[src/fedp_consts.svh]
`ifndef FEDP_CONSTS_SVH
`define FEDP_CONSTS_SVH

// Accumulator width
// 1 sign bit, 2 headroom bits, 27 bits from the aligned top of the largest term down
`define FEDP_WA 30

// Signed exponent width inside the datapath
// Holds bf16 product exponents (ea + eb - 127) without wrapping
`define FEDP_EXP_W 10

// Integer mode, addend bits 31..25 bypass the accumulator
`define FEDP_C_HI_W 7

// Operand pairs per dot product
`define FEDP_TERMS 2

`endif

[src/fedp_pkg.sv]
`include "fedp_consts.svh"

package fedp_pkg;

    // Special-value summary, settled in the multiply stage
    typedef struct packed {
        logic is_nan;
        logic is_inf;
        logic sign;
    } fedp_excep_t;

    // Incoming request, bf16/int8 pairs plus fp32/int32 addend
    typedef struct packed {
        logic [31:0]                  req_id;
        logic                         is_int;
        logic [`FEDP_TERMS-1:0][15:0] a;
        logic [`FEDP_TERMS-1:0][15:0] b;
        logic [31:0]                  c;
    } fedp_req_t;

    // One product term
    // mant is the 8x8 mantissa product, or the signed int8 product in integer mode
    typedef struct packed {
        logic                   sign;
        logic [`FEDP_EXP_W-1:0] exp;
        logic [15:0]            mant;
        logic                   zero;
    } fedp_prod_t;

    // Multiply stage output register
    typedef struct packed {
        logic [31:0]                   req_id;
        logic                          is_int;
        fedp_prod_t [`FEDP_TERMS-1:0]  prod;
        logic                          c_sign;
        logic [`FEDP_EXP_W-1:0]        c_exp;
        logic [23:0]                   c_man;
        logic                          c_zero;
        logic [31:0]                   c_raw;
        fedp_excep_t                   excep;
    } fedp_mul_t;

    // Align/accumulate stage output register
    typedef struct packed {
        logic [31:0]             req_id;
        logic                    is_int;
        logic [`FEDP_EXP_W-1:0]  max_exp;
        logic [`FEDP_WA-1:0]     acc_sig;
        logic [`FEDP_C_HI_W-1:0] cval_hi;
        logic                    sticky;
        fedp_excep_t             excep;
    } fedp_acc_t;

    // Response back to the tensor core
    typedef struct packed {
        logic [31:0] req_id;
        logic [31:0] result;
    } fedp_rsp_t;

endpackage

[src/fedp_lzc.sv]
module fedp_lzc #(
    parameter int N = 30
) (
    input  logic [N-1:0]         data_in,
    output logic [$clog2(N)-1:0] data_out,
    output logic                 valid_out
);

    localparam int CW = $clog2(N);

    // Set once the first one has been seen from the top
    logic found;

    // Priority search, MSB first
    // An all-zero input reports N-1, the shift that still lands bit 0 on top
    always_comb begin
        found    = 1'b0;
        data_out = CW'(N - 1);
        for (int i = N - 1; i >= 0; i--) begin
            if (!found && data_in[i]) begin
                data_out = CW'(N - 1 - i);
                found    = 1'b1;
            end
        end
    end

    // Any bit set
    assign valid_out = |data_in;

endmodule

[src/fedp_mul_stage.sv]
`include "fedp_consts.svh"

module fedp_mul_stage import fedp_pkg::*; (
    input  logic      clk,
    input  logic      rst,
    input  logic      valid_in,
    input  fedp_req_t req,
    output logic      mul_valid,
    output fedp_mul_t mul
);

    localparam int EXP_W = `FEDP_EXP_W;
    localparam int TERMS = `FEDP_TERMS;
    localparam int BIAS  = 127;

    // Per-operand classification
    logic [TERMS-1:0] a_zero, a_inf, a_nan;
    logic [TERMS-1:0] b_zero, b_inf, b_nan;

    // Per-product classification
    logic [TERMS-1:0] p_sign, p_inf, p_nan;

    // Addend classification
    logic c_zero, c_inf, c_nan;

    // Infinity bookkeeping across all terms
    logic pos_inf, neg_inf, any_nan;

    fedp_mul_t mul_d;

    // ==============================
    // Operand decode and products
    // ==============================

    always_comb begin
        mul_d        = '0;
        mul_d.req_id = req.req_id;
        mul_d.is_int = req.is_int;

        for (int t = 0; t < TERMS; t++) begin
            // bf16: sign[15], exp[14:7], man[6:0]
            a_zero[t] = (req.a[t][14:7] == 8'h00);
            a_inf[t]  = (req.a[t][14:7] == 8'hff) && (req.a[t][6:0] == 7'h00);
            a_nan[t]  = (req.a[t][14:7] == 8'hff) && (req.a[t][6:0] != 7'h00);
            b_zero[t] = (req.b[t][14:7] == 8'h00);
            b_inf[t]  = (req.b[t][14:7] == 8'hff) && (req.b[t][6:0] == 7'h00);
            b_nan[t]  = (req.b[t][14:7] == 8'hff) && (req.b[t][6:0] != 7'h00);

            p_sign[t] = req.a[t][15] ^ req.b[t][15];
            // inf * 0 is invalid
            p_nan[t]  = a_nan[t] | b_nan[t] | (a_inf[t] & b_zero[t]) | (b_inf[t] & a_zero[t]);
            p_inf[t]  = (a_inf[t] | b_inf[t]) & ~p_nan[t];

            if (req.is_int) begin
                // Signed int8 x int8, sign-extended to 16 bits first
                mul_d.prod[t].mant = {{8{req.a[t][7]}}, req.a[t][7:0]}
                                   * {{8{req.b[t][7]}}, req.b[t][7:0]};
            end else begin
                mul_d.prod[t].sign = p_sign[t];
                // Bias removed once, result is the biased exponent of the product
                mul_d.prod[t].exp  = EXP_W'(req.a[t][14:7]) + EXP_W'(req.b[t][14:7])
                                   - EXP_W'(BIAS);
                // 1.7 x 1.7 gives 2.14 format
                mul_d.prod[t].mant = {1'b1, req.a[t][6:0]} * {1'b1, req.b[t][6:0]};
                // Denormals flush to zero
                mul_d.prod[t].zero = a_zero[t] | b_zero[t];
            end
        end

        // fp32 addend decode
        c_zero = (req.c[30:23] == 8'h00);
        c_inf  = (req.c[30:23] == 8'hff) && (req.c[22:0] == 23'd0);
        c_nan  = (req.c[30:23] == 8'hff) && (req.c[22:0] != 23'd0);

        mul_d.c_sign = req.c[31];
        mul_d.c_exp  = EXP_W'(req.c[30:23]);
        mul_d.c_man  = {1'b1, req.c[22:0]};
        mul_d.c_zero = c_zero;
        // Integer mode uses the raw word downstream
        mul_d.c_raw  = req.c;

        // Opposite infinities anywhere in the sum are invalid
        pos_inf = (|(p_inf & ~p_sign)) | (c_inf & ~req.c[31]);
        neg_inf = (|(p_inf & p_sign)) | (c_inf & req.c[31]);
        any_nan = (|p_nan) | c_nan | (pos_inf & neg_inf);

        mul_d.excep.is_nan = ~req.is_int & any_nan;
        mul_d.excep.is_inf = ~req.is_int & ~any_nan & (pos_inf | neg_inf);
        mul_d.excep.sign   = neg_inf;
    end

    // ==============================
    // Stage register
    // ==============================

    always_ff @(posedge clk) begin
        if (rst) begin
            mul_valid <= 1'b0;
        end else begin
            mul_valid <= valid_in;
        end
    end

    // Payload only loads on a valid request
    always_ff @(posedge clk) begin
        if (valid_in) begin
            mul <= mul_d;
        end
    end

endmodule

[src/fedp_align_acc.sv]
`include "fedp_consts.svh"

module fedp_align_acc import fedp_pkg::*; (
    input  logic      clk,
    input  logic      rst,
    input  logic      mul_valid,
    input  fedp_mul_t mul,
    output logic      acc_valid,
    output fedp_acc_t acc
);

    localparam int WA     = `FEDP_WA;
    localparam int EXP_W  = `FEDP_EXP_W;
    localparam int TERMS  = `FEDP_TERMS;
    localparam int C_HI_W = `FEDP_C_HI_W;
    localparam int LO_W   = 32 - C_HI_W;

    // Aligned field, bits 26:0, the largest term's 2^0 sits at bit FW-2
    localparam int FW = 27;

    // Leading one at bit WA-1 maps to max_exp, so offset from the 2^0 position
    localparam int EXP_OFS = (WA - 1) - (FW - 2);

    // Right-shift a magnitude into the aligned field
    // Returns {aligned, sticky}, sticky is the OR of every bit shifted out
    function automatic logic [FW:0] align_term(input logic [FW-1:0]    mag,
                                               input logic [EXP_W-1:0] shift);
        logic [2*FW-1:0] ext;
        logic [FW:0]     res;
        ext = {mag, {FW{1'b0}}} >> shift;
        if (shift >= EXP_W'(FW)) begin
            res = {{FW{1'b0}}, |mag};
        end else begin
            res = {ext[2*FW-1:FW], |ext[FW-1:0]};
        end
        return res;
    endfunction

    logic signed [EXP_W-1:0] e_max;
    logic [FW-1:0]           mag;
    logic [FW:0]             al_res;
    logic [WA-1:0]           term;
    logic [WA-1:0]           sum_fp;
    logic [WA-1:0]           sum_int;
    logic                    sticky_fp;
    fedp_acc_t               acc_d;

    // ==============================
    // Max exponent search
    // ==============================

    // Zero terms do not take part, start from the most negative exponent
    always_comb begin
        e_max = {1'b1, {(EXP_W-1){1'b0}}};
        for (int t = 0; t < TERMS; t++) begin
            if (!mul.prod[t].zero && ($signed(mul.prod[t].exp) > e_max)) begin
                e_max = mul.prod[t].exp;
            end
        end
        if (!mul.c_zero && ($signed(mul.c_exp) > e_max)) begin
            e_max = mul.c_exp;
        end
    end

    // ==============================
    // Alignment and accumulation
    // ==============================

    always_comb begin
        sum_fp    = '0;
        sticky_fp = 1'b0;

        // Products are 2.14, bit 14 lands on FW-2
        for (int t = 0; t < TERMS; t++) begin
            mag       = mul.prod[t].zero ? '0 : {mul.prod[t].mant, {(FW-16){1'b0}}};
            al_res    = align_term(mag, EXP_W'(e_max - $signed(mul.prod[t].exp)));
            sticky_fp = sticky_fp | al_res[0];
            term      = WA'(al_res[FW:1]);
            sum_fp    = mul.prod[t].sign ? (sum_fp - term) : (sum_fp + term);
        end

        // Addend is 1.23, hidden bit also on FW-2
        mag       = mul.c_zero ? '0 : {1'b0, mul.c_man, 2'b00};
        al_res    = align_term(mag, EXP_W'(e_max - $signed(mul.c_exp)));
        sticky_fp = sticky_fp | al_res[0];
        term      = WA'(al_res[FW:1]);
        sum_fp    = mul.c_sign ? (sum_fp - term) : (sum_fp + term);
    end

    // Integer path, low addend bits are unsigned, the high part is merged at the end
    always_comb begin
        sum_int = WA'(mul.c_raw[LO_W-1:0]);
        for (int t = 0; t < TERMS; t++) begin
            sum_int = sum_int + WA'($signed(mul.prod[t].mant));
        end
    end

    always_comb begin
        acc_d.req_id  = mul.req_id;
        acc_d.is_int  = mul.is_int;
        acc_d.max_exp = mul.is_int ? '0 : EXP_W'(e_max + EXP_W'(EXP_OFS));
        acc_d.acc_sig = mul.is_int ? sum_int : sum_fp;
        acc_d.cval_hi = mul.c_raw[31 -: C_HI_W];
        acc_d.sticky  = mul.is_int ? 1'b0 : sticky_fp;
        acc_d.excep   = mul.excep;
    end

    // ==============================
    // Stage register
    // ==============================

    always_ff @(posedge clk) begin
        if (rst) begin
            acc_valid <= 1'b0;
        end else begin
            acc_valid <= mul_valid;
        end
    end

    always_ff @(posedge clk) begin
        if (mul_valid) begin
            acc <= acc_d;
        end
    end

endmodule

[src/fedp_norm_round.sv]
`include "fedp_consts.svh"

module fedp_norm_round import fedp_pkg::*; #(
    parameter int WA     = `FEDP_WA,
    parameter int EXP_W  = `FEDP_EXP_W,
    parameter int C_HI_W = `FEDP_C_HI_W
) (
    input  logic                    clk,
    input  logic                    valid_in,
    input  logic [31:0]             req_id,
    input  logic signed [EXP_W-1:0] max_exp,
    input  logic [WA-1:0]           acc_sig,
    input  logic [C_HI_W-1:0]       cval_hi,
    input  logic                    is_int,
    input  logic                    sticky_in,
    input  fedp_excep_t             exceptions,
    output logic [31:0]             result
);

    localparam int LZ_W  = $clog2(WA);
    localparam int LO_W  = 32 - C_HI_W;
    // 24-bit mantissa plus guard, round, sticky
    localparam int WIN_W = 27;

    // ==============================
    // Magnitude, LZC, exponent
    // ==============================

    logic                    sum_sign;
    logic [WA-1:0]           acc_inv;
    logic [WA-1:0]           abs_sum;
    logic                    zero_sum;
    logic [LZ_W-1:0]         lz_pred;
    logic signed [EXP_W-1:0] exp_base;
    logic signed [EXP_W-1:0] exp_plus1;
    logic signed [EXP_W-1:0] exp_plus2;

    assign sum_sign = acc_sig[WA-1];

    // Ones' complement feeds the LZC so it runs beside the increment
    assign acc_inv  = acc_sig ^ {WA{sum_sign}};
    assign abs_sum  = acc_inv + WA'(sum_sign);
    assign zero_sum = (abs_sum == '0);

    // Count may be one too high for negative sums, fixed after the shift
    fedp_lzc #(
        .N (WA)
    ) u_lzc (
        .data_in   (acc_inv),
        .data_out  (lz_pred),
        .valid_out ()
    );

    assign exp_base  = max_exp - EXP_W'(lz_pred);
    assign exp_plus1 = exp_base + EXP_W'(1);
    assign exp_plus2 = exp_base + EXP_W'(2);

    // ==============================
    // Shift and overshift fix
    // ==============================

    logic [WA:0]      shifted;
    logic             overshift;
    logic [WIN_W-1:0] win;

    // One spare bit on top catches the overshift
    assign shifted   = {1'b0, abs_sum} << lz_pred;
    assign overshift = shifted[WA];
    assign win       = overshift ? shifted[WA -: WIN_W] : shifted[WA-1 -: WIN_W];

    // ==============================
    // Round to nearest even
    // ==============================

    logic [23:0] norm_man;
    logic        guard_bit;
    logic        round_bit;
    logic        sticky_bit;
    logic        round_up;
    logic [24:0] man_rnd;
    logic        carry_out;
    logic [22:0] final_man;

    assign norm_man   = win[WIN_W-1:3];
    assign guard_bit  = win[2];
    assign round_bit  = win[1];
    // Bits below the window plus everything lost during alignment
    assign sticky_bit = win[0] | (|shifted[WA-WIN_W:0]) | sticky_in;

    // Above half, or exactly half with an odd LSB
    assign round_up  = guard_bit & (round_bit | sticky_bit | norm_man[0]);
    assign man_rnd   = {1'b0, norm_man} + 25'(round_up);
    assign carry_out = man_rnd[24];
    // Carry leaves 1.000..0, drop one position
    assign final_man = carry_out ? man_rnd[23:1] : man_rnd[22:0];

    // ==============================
    // Exponent limits and packing
    // ==============================

    logic signed [EXP_W-1:0] final_exp;
    logic                    exp_ovf;
    logic                    exp_unf;
    logic [31:0]             fp_result;

    always_comb begin
        case ({overshift, carry_out})
            2'b00:   final_exp = exp_base;
            2'b11:   final_exp = exp_plus2;
            // Either correction alone
            default: final_exp = exp_plus1;
        endcase
    end

    assign exp_ovf = (final_exp >= 255);
    assign exp_unf = (final_exp <= 0);

    // Exceptions first, then zero, then range limits
    always_comb begin
        if (exceptions.is_nan) begin
            fp_result = 32'h7fc0_0000;
        end else if (exceptions.is_inf) begin
            fp_result = {exceptions.sign, 8'hff, 23'd0};
        end else if (zero_sum) begin
            fp_result = 32'h0000_0000;
        end else if (exp_ovf) begin
            fp_result = {sum_sign, 8'hff, 23'd0};
        end else if (exp_unf) begin
            // No denormal output, flush
            fp_result = {sum_sign, 31'd0};
        end else begin
            fp_result = {sum_sign, final_exp[7:0], final_man};
        end
    end

    // ==============================
    // Integer merge
    // ==============================

    logic [C_HI_W-1:0] acc_hi;
    logic [C_HI_W-1:0] int_hi;
    logic [31:0]       int_result;

    // Carries out of the low field, sign-extended
    assign acc_hi     = C_HI_W'($signed(acc_sig[WA-1:LO_W]));
    assign int_hi     = cval_hi + acc_hi;
    assign int_result = {int_hi, acc_sig[LO_W-1:0]};

    assign result = is_int ? int_result : fp_result;

endmodule

[src/fedp_unit.sv]
module fedp_unit import fedp_pkg::*; (
    input  logic      clk,
    input  logic      rst,
    input  logic      valid_in,
    input  fedp_req_t req,
    output logic      valid_out,
    output fedp_rsp_t rsp
);

    // Stage 1 to stage 2
    logic      mul_valid;
    fedp_mul_t mul;

    // Stage 2 to stage 3
    logic      acc_valid;
    fedp_acc_t acc;

    // Combinational result of the last stage
    logic [31:0] result;

    // ==============================
    // Pipeline
    // ==============================

    // Decode, products, special values
    fedp_mul_stage u_mul_stage (
        .clk       (clk),
        .rst       (rst),
        .valid_in  (valid_in),
        .req       (req),
        .mul_valid (mul_valid),
        .mul       (mul)
    );

    // Align to the largest exponent and sum
    fedp_align_acc u_align_acc (
        .clk       (clk),
        .rst       (rst),
        .mul_valid (mul_valid),
        .mul       (mul),
        .acc_valid (acc_valid),
        .acc       (acc)
    );

    // Normalize, round and merge the integer result
    fedp_norm_round u_norm_round (
        .clk        (clk),
        .valid_in   (acc_valid),
        .req_id     (acc.req_id),
        .max_exp    (acc.max_exp),
        .acc_sig    (acc.acc_sig),
        .cval_hi    (acc.cval_hi),
        .is_int     (acc.is_int),
        .sticky_in  (acc.sticky),
        .exceptions (acc.excep),
        .result     (result)
    );

    // Third cycle, response register
    always_ff @(posedge clk) begin
        if (rst) begin
            valid_out <= 1'b0;
        end else begin
            valid_out <= acc_valid;
        end
    end

    always_ff @(posedge clk) begin
        if (acc_valid) begin
            rsp.req_id <= acc.req_id;
            rsp.result <= result;
        end
    end

endmodule

[config.mk]
export PLATFORM = sky130hd
export DESIGN_NAME = fedp_unit
export DESIGN_NICKNAME = d
export VERILOG_FILES = /design/src/fedp_pkg.sv /design/src/fedp_lzc.sv /design/src/fedp_mul_stage.sv /design/src/fedp_align_acc.sv /design/src/fedp_norm_round.sv /design/src/fedp_unit.sv
export VERILOG_INCLUDE_DIRS = /design/src
export SDC_FILE = /design/constraint.sdc
export NUM_CORES = 2
export LEC_CHECK = 0
export ABC_CLOCK_PERIOD_IN_PS = 30100
export BUFFER_PORTS_ARGS = -buffer_cell sky130_fd_sc_hd__buf_2
export CORE_MARGIN = 1
export CORE_UTILIZATION = 30
export DETAILED_ROUTE_END_ITERATION = 8
export GPL_ROUTABILITY_DRIVEN = 1
export MAX_ROUTING_LAYER = met4
export PLACE_DENSITY = 0.55
export SLEW_MARGIN = 20
export SYNTH_ARGS = -nofsm -noshare
export SYNTH_HDL_FRONTEND = slang
export SYNTH_SLANG_ARGS = --single-unit
[constraint.sdc]
create_clock -name clk -period 30.1 [get_ports clk]
set_clock_uncertainty 0.05 [all_clocks]
set_input_delay 6.02 -clock clk [delete_from_list [all_inputs] [get_ports clk]]
set_output_delay 6.02 -clock clk [all_outputs]
set_load 0.03 [all_outputs]
# Word level (Yosys, flattened, before mapping)
# Cells that the tools add are included.
dict set report word_totals {
  register_bits 308
}
dict set report classes {
  magnitude_cmp 8
  addsub 21
  shifts 4
  muxes 83
  n_reduce_logical 101
  mul 4
  bitwise 45
  n_eq_ne 6
}
# op n
set ops {}
lappend ops {{$reduce_or 27->1} 6}
lappend ops {{$shr 54x10->54} 3}
lappend ops {{$mux 5} 30}
lappend ops {{$mux 32} 4}
lappend ops {{$mux 30} 4}
lappend ops {{$mux 28} 3}
lappend ops {{$mux 27} 3}
lappend ops {{$mul 8x8->16} 4}
lappend ops {{$mux 31} 2}
lappend ops {{$add 30x27->30} 2}
lappend ops {{$sub 30x27->30} 2}
lappend ops {{$logic_and 1x1->1} 42}
lappend ops {{$eq 8x8->1 const B} 5}
lappend ops {{$logic_not 8->1} 5}
lappend ops {{$logic_not 1->1} 32}
lappend ops {{$mux 16} 2}
lappend ops {{$shl 30x5->31} 1}
lappend ops {{$add 30x1->30} 1}
lappend ops {{$add 30x30->30} 1}
lappend ops {{$ge 10x5->1 const B} 3}
lappend ops {{$logic_not 30->1} 1}
lappend ops {{$mux 10} 3}
lappend ops {{$xor 30x30->30} 1}
lappend ops {{$mux 1} 29}
lappend ops {{other kinds (34)} 83}

# Longest topological paths before layout
dict set report logic_depth {
  ltp_word 106
  ltp_mapped 62
  mapped_depth_nobuf 59
}

# Modules after synthesis
# From an unflattened synthesis, not the netlist that was laid out.
dict set report unflattened {
  hier_cells 4754
  area_unflattened_um2 40079.7
}
# module n_inst cells_each area_each_um2 seq_area_each_um2
set modules_own_cells {}
lappend modules_own_cells {fedp_align_acc 1 2174 16672.2 2542.4}
lappend modules_own_cells {fedp_mul_stage 1 1325 13774.5 3773.6}
lappend modules_own_cells {fedp_norm_round 1 1131 7308.3 0.0}
lappend modules_own_cells {fedp_unit 1 66 1955.6 1941.9}
lappend modules_own_cells {fedp_lzc 1 58 369.1 0.0}

# Worst setup path after synthesis
# OpenSTA, ideal clock, no wires.
dict set report synth_path {
  path_kind {reg-to-reg}
  startpoint {reg, netlist name u_mul_stage.mul[71]}
  endpoint {reg, netlist name u_align_acc.acc[40]}
  required_time_ps 29791
  arrival_time_ps 12095
  setup_slack_ps 17696
  setup_time_ps 259
  path_stages_with_launch 60
  path_buffers 4
  path_cell_list {edfxtp_1 -> inv_1 -> clkbuf_1 -> nand2_1 -> ha_1 -> a41o_1 -> a21oi_1 -> o22a_1 -> a31o_2 -> buf_1 -> mux2i_1 -> inv_1 -> ha_1 -> nor2b_1 -> o21a_1 -> o21a_1 -> o21a_1 -> o21a_1 -> [... 24 more ...] -> o21ai_0 -> a21oi_1 -> a221o_1 -> o31a_1 -> a41o_1 -> o41a_1 -> or2_2 -> a21oi_1 -> xnor2_1 -> ha_1 -> o21a_1 -> nor2_1 -> a211o_1 -> and3_1 -> o41ai_1 -> xor2_1 -> nand3_1 -> nor3b_1}
}

==> results.sh <==
export IMPL_fin_nets=5163
export IMPL_grt_antenna_before_repair=5
export IMPL_avgSynthCellArea_um2=8.51
export IMPL_clkLatencyLatePin_ns=0.59
export IMPL_synthCells=4466
export IMPL_die_y_um=358
export IMPL_synth_compound_area_frac=0.216
export IMPL_setup_viol=0
export IMPL_crit_start="u_mul_stage.mul[71]"
export IMPL_worst_pin_slew_ns=1.09
export IMPL_r2r_end="u_align_acc.acc[40]"
export IMPL_critical_path_max_fanout=29
export IMPL_final_common_cell="nand2_1"
export IMPL_ios=197
export IMPL_yosys_area_share_simple=0.190
export IMPL_criticalPathCategory="reg -> reg"
export IMPL_synth_warnings=0
export IMPL_endpoint_kind="flop"
export IMPL_postRouteAntennaNets=0
export IMPL_async_flop_share=0
export IMPL_crit_slowest_cell="fa_1"
export IMPL_netlist_top_cells_area="edfxtp_1 (22%), ha_1 (10%), fa_1 (9.6%), xnor2_1 (4.5%), a21oi_1 (4.1%)"
export IMPL_instances_no_fill=6215
export IMPL_cts_made_buffers=34
export IMPL_place_congestion=0.974
export IMPL_synth_edff_count=273
export IMPL_drv_cap=0
export IMPL_design_die_area_um2=128000
export IMPL_cp_top_family="compound AO/OA/AOI/OAI gates"
export IMPL_routedWlPerCell_um=20.8
export IMPL_slew_headroom=0.269
export IMPL_io_buffers=196
export IMPL_post_cts_setup_buffers=0
export IMPL_track_usage=0.203
export IMPL_cts_buffer_depth=3
export IMPL_synth_xor_area_frac=0.0674
export IMPL_ys_flop_type="edfxtp_1"
export IMPL_drt_iter0_markers=2864
export IMPL_max_stage_delay_ns=1.05
export IMPL_final_max_slew_viol_count=0
export IMPL_clock_root_buffer="clkbuf_16"
export IMPL_finish_instance_area_um2=41800
export IMPL_place_inst=6151
export IMPL_min_path_type="reg -> reg"
export IMPL_start_util=0.303
export IMPL_r2r_cells=53
export IMPL_hold_buffers=0
export IMPL_synth_adder_area_share=0.199
export IMPL_synth_area_um2=38000
export IMPL_grt_pass1_wl_um=196000
export IMPL_drc=0
export IMPL_critical_path_buf_inv_count=5
export IMPL_hpwlAfterDp_um=105000
export IMPL_post_place_ws_ns=15.45
export IMPL_cts_max_level=2
export IMPL_grt_start_max_net_pins=82
export IMPL_synth_top_area_frac=0.216
export IMPL_fmax_ghz=0.0676
export IMPL_cp_num_cells=53
export IMPL_hold_viol_final=0
export IMPL_crit_path_end="u_align_acc.acc[40]"
export IMPL_synth_distinct_cells=107
export IMPL_synth_top_family_by_area="compound AO/OA/AOI/OAI gates"
export IMPL_status="finished clean"
export IMPL_clk_pin_slew_worst_paths_ns=0.07
export IMPL_seq_area_frac_synth=0.217
export IMPL_synth_area_leader_cell="edfxtp_1"
export IMPL_crit_top_cell="o21a_1"
export IMPL_drive_gt1_frac=0.0947
export IMPL_synth_nets=5092
export IMPL_numClockSinks=276
export IMPL_synthMuxAreaShare=0.0558
export IMPL_gr_total_overflow=0
export IMPL_r2r_slack_ns=15.30
export IMPL_synth_seq_cells=276
export IMPL_cp_required_ns=30.39
export IMPL_ctsResizeCount=0
export IMPL_vias=34153
export IMPL_placed_area_um2=40600
export IMPL_drtPass1Iterations=6
export IMPL_crit_arrival_ns=15.09
export IMPL_rsz0062_at_grt="false"
export IMPL_grt_pass1_vias=32453
export IMPL_most_common_layout_cells="nand2_1 (366), nor2_1 (358), inv_1 (332), ha_1 (311), a21oi_1 (308)"
export IMPL_fin_setup_tns_ns=0
export IMPL_syn_to_final_growth_pct=9.94
export IMPL_min_period_ns=14.80
export IMPL_setup_ws_ns=15.30
export IMPL_die_w_um=358
export IMPL_vias_per_cell=5.50
export IMPL_period_share=0.492
export IMPL_num_rows=130
export IMPL_fp_coreArea_um2=126000
export IMPL_cts_tree="built"
export IMPL_r2r_start="u_mul_stage.mul[71]"
export IMPL_critPathLaunchType="flop"
export IMPL_drt_wl_total_um=129000
## layout make-up
class	instances	area [um2]
clock inverter	16	262
timing repair buffer	234	1270
tap	1650	2060
sequential	276	8270
clock buffer	43	906
inverter	343	1290
multi-input combinational	3648	27700
fill	13225	83800
antenna	5	12.5
## how the worst min path moves through the flow
stage	startpoint	to	slack, ns	depth (start not counted)
after floorplan	u_align_acc.acc[52]	rsp[32]	0.35	0
after global placement	u_mul_stage.mul[136]	u_align_acc.acc[60]	0.35	0
after detailed placement	u_align_acc.acc[72]	rsp[52]	0.35	0
after CTS	u_mul_stage.mul[132]	u_align_acc.acc[56]	0.37	0
after global routing	u_mul_stage.mul[158]	u_align_acc.acc[82]	0.37	0
final	u_mul_stage.mul[132]	u_align_acc.acc[56]	0.37	0
## through the flow
stage,util,hold WS (ns)
finish,0.333,0.365
CTS,0.333,0.368
floorplan,-,0.350
global route,0.333,0.373
global placement,0.323,0.350
detailed placement,0.323,0.355
## cells in the mapped netlist, drive strengths merged, types with 50 or more instances
library cell  instances
edfxtp              273
nor3                126
nor2b                56
inv                 337
buf                  51
a31oi                58
nand2b               63
o21ai               258
xnor2               194
fa                  183
a211oi               52
a21oi               311
clkbuf              148
xor2                 96
a21o                 85
o21a                 50
ha                  311
nand3                78
mux2i               115
nor2                360
nand2               366
nor4                 53
and2                123
## kinds of logic after synthesis
| logic type | count (synthesis) |
|---|---|
| buffers and inverters | 542 |
| multiplexers | 173 |
| flip-flops | 276 |
| AO/OA/AOI/OAI | 1235 |
| XOR/XNOR | 291 |
| AND/OR/NAND/NOR | 1455 |
| adder cells (fa/ha/maj) | 494 |
## state kept, by name, indices dropped and copies added, names as in the netlist
| signal | count |
|---|---|
| rsp | 64 |
| u_mul_stage.mul_valid | 1 |
| valid_out | 1 |
| u_mul_stage.mul | 125 |
| u_align_acc.acc_valid | 1 |
| u_align_acc.acc | 84 |
## worst register-to-register path: cells and delay by family (launching register included)
family,cells,cell delay (ns)
AOI/OAI and AO/OA,24,6.34
xor gates and xnor gates,2,0.31
adders and majority gates,7,2.92
buffers and inverters,5,1.49
DFF,1,0.32
muxes,3,0.96
and+or+nand+nor,12,2.16
## layer usage
metal | routed length (um) | vias to the layer above | global-route usage
li1 | - | 16448 | -
met1 | 58800 | 16431 | 0.269
met2 | 58400 | 1103 | 0.321
met3 | 7340 | 171 | 0.0221
met4 | 4670 | 0 | 0.0670
met5 | 0 | - | -
Power is not shown: default switching activity piles up to over one toggle a cycle in this logic, so the estimate is an artifact.
